**config.mk**
```make
export PLATFORM = sky130hd
export DESIGN_NAME = mips_cpu_harvard
export DESIGN_NICKNAME = d
export VERILOG_FILES = /design/src/hw/mips_pkg.sv /design/src/hw/mips_alu.sv /design/src/hw/mips_cpu_harvard.sv /design/src/hw/mips_regfile.sv
export VERILOG_INCLUDE_DIRS = /design/src /design/src/hw
export SDC_FILE = /design/constraint.sdc
export NUM_CORES = 2
export LEC_CHECK = 0
export BUFFER_PORTS_ARGS = -buffer_cell sky130_fd_sc_hd__buf_4
export CORE_MARGIN = 3
export CORE_UTILIZATION = 58
export CTS_CLUSTER_DIAMETER = 120
export DETAILED_ROUTE_END_ITERATION = 10
export GPL_TIMING_DRIVEN = 0
export PLACE_DENSITY_LB_ADDON = 0.2
export SYNTH_ARGS = -nofsm -noshare
export SYNTH_HDL_FRONTEND = slang
export SYNTH_SLANG_ARGS = --single-unit
```
**constraint.sdc**
```tcl
create_clock -name clk -period 15.35 [get_ports clk]
set_input_delay 1.535 -clock clk [delete_from_list [all_inputs] [get_ports clk]]
set_output_delay 1.535 -clock clk [all_outputs]
set_load 0.02 [all_outputs]
```
**src/hw/mips_config.svh**
```systemverilog
`ifndef MIPS_CONFIG_SVH
`define MIPS_CONFIG_SVH

// address of the first instruction after reset.
`define MIPS_RESET_VECTOR 32'hBFC00000

// instruction memory depth in words.
`define MIPS_IMEM_WORDS 256

// data memory starts at this byte address.
`define MIPS_DMEM_BASE 32'h00000400

`define MIPS_DMEM_WORDS 256

`endif

```
**src/hw/mips_pkg.sv**
```systemverilog
package mips_pkg;

    typedef logic [31:0] word_t;

    // primary opcodes, bits 31 to 26 of the instruction.
    typedef enum logic [5:0] {
        OP_SPECIAL = 6'h00,
        OP_BEQ     = 6'h04,
        OP_BNE     = 6'h05,
        OP_ADDIU   = 6'h09,
        OP_ANDI    = 6'h0C,
        OP_ORI     = 6'h0D,
        OP_LUI     = 6'h0F,
        OP_LW      = 6'h23,
        OP_SW      = 6'h2B
    } opcode_t;

    // function codes of the SPECIAL opcode, bits 5 to 0.
    typedef enum logic [5:0] {
        F_SLL  = 6'h00,
        F_SRL  = 6'h02,
        F_JR   = 6'h08,
        F_ADDU = 6'h21,
        F_SUBU = 6'h23,
        F_AND  = 6'h24,
        F_OR   = 6'h25,
        F_XOR  = 6'h26,
        F_SLT  = 6'h2A,
        F_SLTU = 6'h2B
    } funct_t;

    typedef enum logic [3:0] {
        ALU_ADD, ALU_SUB, ALU_AND, ALU_OR, ALU_XOR,
        ALU_SLT, ALU_SLTU, ALU_SLL, ALU_SRL, ALU_LUI
    } alu_op_t;

endpackage

```
**src/hw/mips_alu.sv**
```systemverilog
module mips_alu
    import mips_pkg::*;
(
    input  alu_op_t    op,
    input  word_t      operand_a,
    input  word_t      operand_b,
    input  logic [4:0] shift_amount,
    output word_t      result,
    output logic       equal
);

    logic signed_less;
    logic unsigned_less;

    assign signed_less   = $signed(operand_a) < $signed(operand_b);
    assign unsigned_less = operand_a < operand_b;

    // shifts act on operand b, which carries rt.
    always_comb begin
        case (op)
            ALU_ADD:  result = operand_a + operand_b;
            ALU_SUB:  result = operand_a - operand_b;
            ALU_AND:  result = operand_a & operand_b;
            ALU_OR:   result = operand_a | operand_b;
            ALU_XOR:  result = operand_a ^ operand_b;
            ALU_SLT:  result = {31'b0, signed_less};
            ALU_SLTU: result = {31'b0, unsigned_less};
            ALU_SLL:  result = operand_b << shift_amount;
            ALU_SRL:  result = operand_b >> shift_amount;
            ALU_LUI:  result = {operand_b[15:0], 16'h0000};
            default:  result = '0;
        endcase
    end

    // compare for beq and bne.
    assign equal = (operand_a == operand_b);

endmodule

```
**src/hw/mips_cpu_harvard.sv**
```systemverilog
`include "mips_config.svh"

module mips_cpu_harvard
    import mips_pkg::*;
(
    input  logic  clk,
    input  logic  arst_n,
    input  logic  clk_enable,
    output logic  active,
    output word_t register_v0,
    output word_t instr_address,
    input  word_t instr_readdata,
    output word_t data_address,
    output logic  data_write,
    output logic  data_read,
    output word_t data_writedata,
    input  word_t data_readdata
);

    word_t      pc;
    word_t      npc;
    logic       halt_pending;
    logic       retire;
    opcode_t    opcode;
    funct_t     funct;
    logic [4:0] rs;
    logic [4:0] rt;
    logic [4:0] rd;
    logic [4:0] shamt;
    logic [15:0] imm;
    word_t      imm_ext;
    alu_op_t    alu_op;
    logic       use_imm;
    logic       zero_ext;
    logic       reg_write;
    logic       dest_rt;
    logic       is_load;
    logic       is_store;
    logic       is_jr;
    logic       take_branch;
    word_t      rs_data;
    word_t      rt_data;
    word_t      alu_result;
    logic       alu_equal;
    word_t      branch_target;

    // ====================
    // decode
    // ====================

    assign opcode = opcode_t'(instr_readdata[31:26]);
    assign funct  = funct_t'(instr_readdata[5:0]);
    assign rs     = instr_readdata[25:21];
    assign rt     = instr_readdata[20:16];
    assign rd     = instr_readdata[15:11];
    assign shamt  = instr_readdata[10:6];
    assign imm    = instr_readdata[15:0];

    assign imm_ext = zero_ext ? {16'h0000, imm} : {{16{imm[15]}}, imm};

    always_comb begin
        alu_op    = ALU_ADD;
        use_imm   = 1'b1;
        zero_ext  = 1'b0;
        reg_write = 1'b0;
        dest_rt   = 1'b1;
        case (opcode)
            OP_SPECIAL: begin
                use_imm   = 1'b0;
                dest_rt   = 1'b0;
                reg_write = 1'b1;
                case (funct)
                    F_ADDU:  alu_op = ALU_ADD;
                    F_SUBU:  alu_op = ALU_SUB;
                    F_AND:   alu_op = ALU_AND;
                    F_OR:    alu_op = ALU_OR;
                    F_XOR:   alu_op = ALU_XOR;
                    F_SLT:   alu_op = ALU_SLT;
                    F_SLTU:  alu_op = ALU_SLTU;
                    F_SLL:   alu_op = ALU_SLL;
                    F_SRL:   alu_op = ALU_SRL;
                    default: reg_write = 1'b0;
                endcase
            end
            OP_ADDIU: reg_write = 1'b1;
            OP_ANDI: begin
                alu_op    = ALU_AND;
                zero_ext  = 1'b1;
                reg_write = 1'b1;
            end
            OP_ORI: begin
                alu_op    = ALU_OR;
                zero_ext  = 1'b1;
                reg_write = 1'b1;
            end
            OP_LUI: begin
                alu_op    = ALU_LUI;
                reg_write = 1'b1;
            end
            OP_LW:   reg_write = 1'b1;
            // branches compare rs with rt in the ALU.
            OP_BEQ, OP_BNE: use_imm = 1'b0;
            default: ;
        endcase
    end

    assign is_load  = (opcode == OP_LW);
    assign is_store = (opcode == OP_SW);
    assign is_jr    = (opcode == OP_SPECIAL) && (funct == F_JR);

    // ====================
    // datapath
    // ====================

    mips_regfile u_regfile (
        .clk          (clk),
        .arst_n       (arst_n),
        .read_a_index (rs),
        .read_b_index (rt),
        .read_a_data  (rs_data),
        .read_b_data  (rt_data),
        .write_enable (reg_write && retire),
        .write_index  (dest_rt ? rt : rd),
        .write_data   (is_load ? data_readdata : alu_result),
        .v0_data      (register_v0)
    );

    mips_alu u_alu (
        .op           (alu_op),
        .operand_a    (rs_data),
        .operand_b    (use_imm ? imm_ext : rt_data),
        .shift_amount (shamt),
        .result       (alu_result),
        .equal        (alu_equal)
    );

    assign take_branch = ((opcode == OP_BEQ) && alu_equal) ||
                         ((opcode == OP_BNE) && !alu_equal);

    // offset counts from the delay slot address.
    assign branch_target = pc + 32'd4 + {imm_ext[29:0], 2'b00};

    assign instr_address  = pc;
    assign data_address   = alu_result;
    assign data_writedata = rt_data;
    assign data_read      = is_load && active;
    assign data_write     = is_store && active;

    // ====================
    // sequencing
    // ====================

    assign retire = clk_enable && active;

    // npc holds the delay slot, so a redirect lands one retirement later.
    always_ff @(posedge clk or negedge arst_n) begin
        if (!arst_n) begin
            pc           <= `MIPS_RESET_VECTOR;
            npc          <= `MIPS_RESET_VECTOR + 32'd4;
            halt_pending <= 1'b0;
            active       <= 1'b1;
        end else if (retire) begin
            pc           <= npc;
            halt_pending <= is_jr && (rs_data == '0);
            if (is_jr) begin
                npc <= rs_data;
            end else if (take_branch) begin
                npc <= branch_target;
            end else begin
                npc <= npc + 32'd4;
            end
            // the delay slot of a jr to zero has just retired.
            if (halt_pending) begin
                active <= 1'b0;
            end
        end
    end

endmodule

```
**src/hw/mips_regfile.sv**
```systemverilog
module mips_regfile
    import mips_pkg::*;
(
    input  logic       clk,
    input  logic       arst_n,
    input  logic [4:0] read_a_index,
    input  logic [4:0] read_b_index,
    output word_t      read_a_data,
    output word_t      read_b_data,
    input  logic       write_enable,
    input  logic [4:0] write_index,
    input  word_t      write_data,
    output word_t      v0_data
);

    // register zero is not stored.
    word_t regs [1:31];

    always_ff @(posedge clk or negedge arst_n) begin
        if (!arst_n) begin
            for (int i = 1; i < 32; i++) begin
                regs[i] <= '0;
            end
        end else if (write_enable && (write_index != 5'd0)) begin
            regs[write_index] <= write_data;
        end
    end

    assign read_a_data = (read_a_index == 5'd0) ? '0 : regs[read_a_index];
    assign read_b_data = (read_b_index == 5'd0) ? '0 : regs[read_b_index];

    // v0 is register 2 and carries the program result.
    assign v0_data = regs[2];

endmodule

```
==> results of run 1 <==
per-stage QoR:
stage,std cells,utilization
3_3_place_gp,8548,0.616
2_1_floorplan,6755,-
4_1_cts,8793,0.656
3_5_place_dp,8590,0.623
routing by layer:
layer	GRT overflow	global-route usage
met1	1	0.734
met2	30	0.884
met3	4	0.548
met4	24	0.672
met5	0	0.234
cells by family after synthesis:
logic type,Yosys count
and+or+nand+nor,1694
AOI/OAI and AO/OA,1660
muxes,1356
DFF,1058
buffers and inverters,761
adders and majority gates,163
xor gates and xnor gates,63
synth_stat cells (17+ instances only):
master	n
sky130_fd_sc_hd__nand2_1	871
sky130_fd_sc_hd__and2_1	26
sky130_fd_sc_hd__a22oi_1	65
sky130_fd_sc_hd__o31a_1	21
sky130_fd_sc_hd__a221oi_1	44
sky130_fd_sc_hd__and3_1	28
sky130_fd_sc_hd__mux4_2	329
sky130_fd_sc_hd__nor2b_1	35
sky130_fd_sc_hd__inv_1	125
sky130_fd_sc_hd__nor3_1	89
sky130_fd_sc_hd__nand4_1	42
sky130_fd_sc_hd__ha_1	159
sky130_fd_sc_hd__a21o_1	35
sky130_fd_sc_hd__mux2i_1	379
sky130_fd_sc_hd__a211o_1	19
sky130_fd_sc_hd__o22ai_1	180
sky130_fd_sc_hd__and4_1	19
sky130_fd_sc_hd__o31ai_1	23
sky130_fd_sc_hd__buf_4	52
sky130_fd_sc_hd__o21ai_0	558
sky130_fd_sc_hd__o2111ai_1	18
sky130_fd_sc_hd__nor4_1	46
sky130_fd_sc_hd__nand3_1	107
sky130_fd_sc_hd__buf_6	26
sky130_fd_sc_hd__mux2_2	641
sky130_fd_sc_hd__buf_1	45
sky130_fd_sc_hd__a21oi_1	208
sky130_fd_sc_hd__a2111oi_0	17
sky130_fd_sc_hd__dfrtp_1	1038
sky130_fd_sc_hd__clkbuf_1	410
sky130_fd_sc_hd__or3_1	44
sky130_fd_sc_hd__dfstp_2	20
sky130_fd_sc_hd__buf_2	84
sky130_fd_sc_hd__o21ai_1	38
sky130_fd_sc_hd__o211ai_1	63
sky130_fd_sc_hd__o221ai_1	36
sky130_fd_sc_hd__a22o_1	21
sky130_fd_sc_hd__nand2b_1	27
sky130_fd_sc_hd__a211oi_1	76
sky130_fd_sc_hd__xnor2_1	47
sky130_fd_sc_hd__a31oi_1	41
sky130_fd_sc_hd__nor2_1	283
==> impl_summary.log, run 1 <==
INFO  metric synth_flop_cell = sky130_fd_sc_hd__dfrtp_1
INFO  metric outcome = aborted with a tool error
INFO  metric fraction_of_the_mapped_netlist_area_in_simple_logic_gates = 0.111
INFO  metric yosysSeqAreaShare = 0.381
INFO  metric synthDominantAreaCellType = sky130_fd_sc_hd__dfrtp_1
INFO  metric clock_tree.htree_level_count = 3
INFO  metric synthesis.area_per_instance = a little over 10 sq um
INFO  metric ctsHoldBuffers = 0
INFO  metric asyncSetResetFlopFracSynth = 1.00
INFO  metric synth_largest_type_area_fraction = 0.374
INFO  metric die_y = 352 microns
INFO  metric io_pins = approximately 200
INFO  metric synth_top_family_by_area = multiplexers
INFO  metric synth.area.mux_share = 0.267
INFO  metric synth_seq_cells = 1058
INFO  metric synth.lib_cells_used.distinct = 111
INFO  metric grt_start_max_net_pins = 181
INFO  metric synthesis.area = around 70000 sq um
INFO  metric clockBufferDepth = 3
INFO  metric ctsResizeCount = 0
INFO  metric lastStage = 5_1_grt
INFO  metric clkSinkCount = 1058
INFO  metric yosys.area_share.adder = 0.0296
INFO  metric dieWidth = 352 microns
INFO  metric core.rowCount = 126
INFO  metric postSynthCellCount = 6755
INFO  metric first_error = [ERROR GRT-0116] Global routing finished with congestion. Check the congestion regions in the DRC Viewer.
INFO  metric dp.final_hpwl = between 300000 and 400000 microns
INFO  metric post-place-ws = 1.26 ns
INFO  metric place_area = 73800 sq um
INFO  metric synth-xor-area-share = 0.00793
INFO  metric tritoncts.num_buffers = 109
INFO  metric grt_pass1_vias = 76600
INFO  metric count_of_buffers_inserted_at_the_top_level_ports = 193
INFO  metric gp_congestion = between 1 and 1.5
INFO  metric synthesis.yosys.warnings = 0
INFO  metric track_usage = 0.713
INFO  metric clock_tree.root_cell = sky130_fd_sc_hd__clkbuf_16
INFO  metric post_synth_main_area_contributors = sky130_fd_sc_hd__dfrtp_1 37%, sky130_fd_sc_hd__mux4_2 11%, sky130_fd_sc_hd__mux2_2 10%
INFO  metric overflow = 59
INFO  metric initial_utilization = 0.587
INFO  metric number_of_synthesized_flops_with_an_enable_pin = 0
INFO  metric synthesis.nets = roughly 7000
INFO  metric cts.repair_timing.setup_buffer_count = 0
INFO  metric synth_compound_gate_area_share = 0.155
INFO  metric grt_pass1_wl = about 630000 microns
==> run 2, diff against run 1 <==
--- a/config.mk
+++ b/config.mk
@@ -8,11 +8,10 @@
 export LEC_CHECK = 0
 export BUFFER_PORTS_ARGS = -buffer_cell sky130_fd_sc_hd__buf_4
 export CORE_MARGIN = 3
-export CORE_UTILIZATION = 58
-export CTS_CLUSTER_DIAMETER = 120
+export CORE_UTILIZATION = 40
 export DETAILED_ROUTE_END_ITERATION = 10
 export GPL_TIMING_DRIVEN = 0
-export PLACE_DENSITY_LB_ADDON = 0.2
+export PLACE_DENSITY_LB_ADDON = 0.15
 export SYNTH_ARGS = -nofsm -noshare
 export SYNTH_HDL_FRONTEND = slang
 export SYNTH_SLANG_ARGS = --single-unit
==> impl_summary.log, run 2 <==
INFO  metric final_layout_size_suffix_gt1_frac = 0.245
INFO  metric postRouteAntennaNets = 0
INFO  metric track_usage = 0.483
INFO  metric synthesis.nets = 6984 (unchanged)
INFO  metric violations = capacitance limit, slew limit
INFO  metric post-route-cell-area = just under 80000 sq um
INFO  metric worst-endpoint-required = 13.82 ns
INFO  metric grt_pass1_vias = 63500
INFO  metric drt-vias-per-instance = 7.10
INFO  metric outcome = finished, violations left (was aborted with a tool error)
INFO  metric rsz0062_at_grt = no
INFO  metric slew_viol_final = 138
INFO  metric cts.repair_timing.setup_buffer_count = 0 (unchanged)
INFO  metric fin_nets = 7350
INFO  metric synth_flop_cell = sky130_fd_sc_hd__dfrtp_1 (unchanged)
INFO  metric asyncSetResetFlopFracSynth = 1.00 (unchanged)
INFO  metric dp.final_hpwl = 343000 microns (was 310000 microns)
INFO  metric crit_path_end_kind = output pin
INFO  metric irDropWorstVdd = around 120 uV
INFO  metric min_from = halt_pending
INFO  metric cp-start-kind = primary input
INFO  metric timing_worst_slew_pin_value = approximately 1.6 ns
INFO  metric via_count = between 60000 and 70000
INFO  metric initial_utilization = 0.404 (was 0.587)
INFO  metric core.rowCount = 152 (was 126)
INFO  metric gp_congestion = 1.11 (was 1.19)
INFO  metric max_cap_violations = 16
INFO  metric clock_tree.root_cell = sky130_fd_sc_hd__clkbuf_16 (unchanged)
INFO  metric arrival_time_of_the_worst_setup_path = 12.52 ns
INFO  metric post-place-ws = 1.60 ns (was 1.26 ns)
INFO  metric fp.coreArea = 172000 sq um
INFO  metric period_needed = about 14 ns
INFO  metric max_slew_margin = -0.106
INFO  metric power_per_cell_area = 93.7 nW/um^2
INFO  metric area_growth_syn_to_layout = 14.1%
INFO  metric routed_wire_length_per_instance = 46.5 microns
INFO  metric worstHoldEndpoint = active
INFO  metric drc = 0
INFO  metric insertion_delay = 0.82 ns
INFO  metric synth_most_common_cell = sky130_fd_sc_hd__dfrtp_1 (unchanged)
INFO  metric setup.reg_to_reg.worst_slack = 5.38 ns
INFO  metric drt-initial-drc-count = about 11000
INFO  metric count_of_buffers_inserted_at_the_top_level_ports = 193 (unchanged)
INFO  metric max_freq = ~70 MHz
INFO  metric tritoncts = yes
INFO  metric firstDrtPassIters = 7
INFO  metric synthDominantAreaCellType = sky130_fd_sc_hd__dfrtp_1 (unchanged)
INFO  metric synth_largest_type_area_fraction = 0.374 (unchanged)
INFO  metric yosysSeqAreaShare = 0.381 (unchanged)
INFO  metric worst_clock_skew = about 0.085 ns
INFO  metric grt_start_max_net_pins = 163
INFO  metric dieArea = 179000 sq um
INFO  metric finish.utilization = 0.461
INFO  metric setup_violations = 0
INFO  metric area_of_combinational_cells_with_multiple_inputs = between 30000 and 40000 sq um
INFO  metric ctsResizeCount = 0 (unchanged)
INFO  metric layout.area.seq = 26500 sq um
INFO  metric synth.cells.most_frequent = 1038 x sky130_fd_sc_hd__dfrtp_1, 871 x sky130_fd_sc_hd__nand2_1, 641 x sky130_fd_sc_hd__mux2_2 (unchanged)
INFO  metric num-fill-cells = 16600
INFO  metric overflow = 0
INFO  metric timing.critical_path.fanout_max = 10
INFO  metric flip_flop_count_of_the_largest_register_all_copies_and_words_added = 960
INFO  metric grt_antenna_before_repair = 37
INFO  metric post-layout-total-power = 7.44 mW
INFO  metric synth_seq_cells = 1058 (unchanged)
INFO  metric postSynthCellCount = 6755 (unchanged)
INFO  metric final_cell_mix = 1038 x sky130_fd_sc_hd__dfrtp_1, 871 x sky130_fd_sc_hd__nand2_1, 641 x sky130_fd_sc_hd__mux2_2
INFO  metric ctsHoldBuffers = 0 (unchanged)
INFO  metric die_y = 423 microns (was 352 microns)
INFO  metric r2r_endpoint = u_regfile.regs[571]
INFO  metric clock_tree.htree_level_count = 3 (unchanged)
INFO  metric critical_path.reg2reg.startpoint = u_regfile.regs[411]
INFO  metric holdWs = 0.429 ns
INFO  metric synthesis.area = 69500 sq um (unchanged)
INFO  metric wirelength = 445000 microns
INFO  metric clockBufferDepth = 3 (unchanged)
INFO  metric mostFrequentLayoutCell = sky130_fd_sc_hd__dfrtp_1
INFO  metric synth.lib_cells_used.distinct = 111 (unchanged)
INFO  metric synthesis.area_per_instance = 10.3 sq um (unchanged)
INFO  metric criticalPathCategory = primary input to output pin
INFO  metric post-place-cells = 9311 (was 8590)
INFO  metric fin_crit_sh = 0.915
INFO  metric clkSinkCount = 1058 (unchanged)
INFO  metric dieWidth = 423 microns (was 352 microns)
INFO  metric largest_register_by_flop_count = u_regfile.regs
INFO  metric place_area = 75100 sq um (was 73800 sq um)
INFO  metric synthesis.yosys.warnings = 0 (unchanged)
INFO  metric final-instance-count-excl-fill = 9563
INFO  metric worst-r2r-cell-count = 19
INFO  metric static-leakage-power = 35.4 nW
INFO  metric io_pins = 198 (unchanged)
INFO  metric min_delay_path_depth = 1
INFO  metric grt_pass1_wl = 585000 microns
INFO  metric number_of_synthesized_flops_with_an_enable_pin = 0 (unchanged)
INFO  metric fin_setup_tns = 0 ns
INFO  metric finalHoldViolations = 0
INFO  metric cts.clk_slew.worst_paths = 0.06 ns
INFO  metric post_synth_main_area_contributors = sky130_fd_sc_hd__dfrtp_1 37%, sky130_fd_sc_hd__mux4_2 11%, sky130_fd_sc_hd__mux2_2 10% (unchanged)
INFO  metric worst_slack = 1.30 ns
INFO  metric tritoncts.num_buffers = 117 (was 109)
INFO  metric min_path_type = flop to flop
## run 2: worst max path at each step
| stage | slack [ns] | cells past startpoint | to | start |
|---|---|---|---|---|
| floorplan | 6.65 | 21 | data_address[26] | instr_readdata[21] |
| global placement | -1.56 | 23 | data_address[0] | instr_readdata[21] |
| finish | 1.30 | 19 | data_address[27] | instr_readdata[21] |
| detailed placement | 1.60 | 23 | data_address[28] | instr_readdata[22] |
| CTS | 1.55 | 23 | data_address[28] | instr_readdata[22] |
| global route | 1.52 | 22 | data_address[20] | instr_readdata[21] |
## run 2: critical path, cell delays in order
cell,delay (ns)
sky130_fd_sc_hd__clkbuf_1,0.49
sky130_fd_sc_hd__buf_2,0.55
sky130_fd_sc_hd__buf_2,0.62
sky130_fd_sc_hd__buf_2,0.95
sky130_fd_sc_hd__clkbuf_2,0.86
sky130_fd_sc_hd__buf_1,1.17
sky130_fd_sc_hd__mux2i_1,0.18
sky130_fd_sc_hd__o2111ai_1,0.24
sky130_fd_sc_hd__nand3_1,0.57
sky130_fd_sc_hd__ha_1,0.52
sky130_fd_sc_hd__clkbuf_1,0.37
sky130_fd_sc_hd__inv_1,0.40
sky130_fd_sc_hd__a2111oi_0,0.17
sky130_fd_sc_hd__a311oi_1,1.00
sky130_fd_sc_hd__o211ai_1,0.42
sky130_fd_sc_hd__a2111oi_0,1.25
sky130_fd_sc_hd__nand4_1,0.29
sky130_fd_sc_hd__a211o_1,0.55
sky130_fd_sc_hd__buf_4,0.25
## run 2: power by group
group | internal (mW) | leakage [nW] | switching [mW]
registers | 2.79 | 14.7 | 0
clock network | 1.80 | 2.02 | 1.31
logic | 0.340 | 18.7 | 1.20
total | 4.93 | 35.4 | 2.51
## run 2: routing by layer
metal / wire (microns) / GRT usage
met1: 163000 / 0.592
met4: 43100 / 0.377
met3: 58100 / 0.191
met2: 180000 / 0.673
met5: 96 / 0
## run 2: area by class of cell
cell class / instances / area share
antenna: 36 / 0.00113
buffer: 623 / 0.0372
clock buffer: 161 / 0.0418
clock inverter: 54 / 0.0105
inverter: 138 / 0.00653
multi-input combinational: 4936 / 0.504
sequential: 1058 / 0.334
tap: 2310 / 0.0364
timing repair buffer: 247 / 0.0287
## run 2: cell families after synthesis
group                    Yosys count  synth area share
AND/OR/NAND/NOR                 1694             0.111
AO/OA/AOI/OAI                   1660             0.155
multiplexers                    1356             0.267
flip-flops                      1058             0.381
buffers and inverters            761            0.0492
adder cells (fa/ha/maj)          163            0.0296
XOR/XNOR                          63           0.00793
Power figures use the tool's default switching activity.
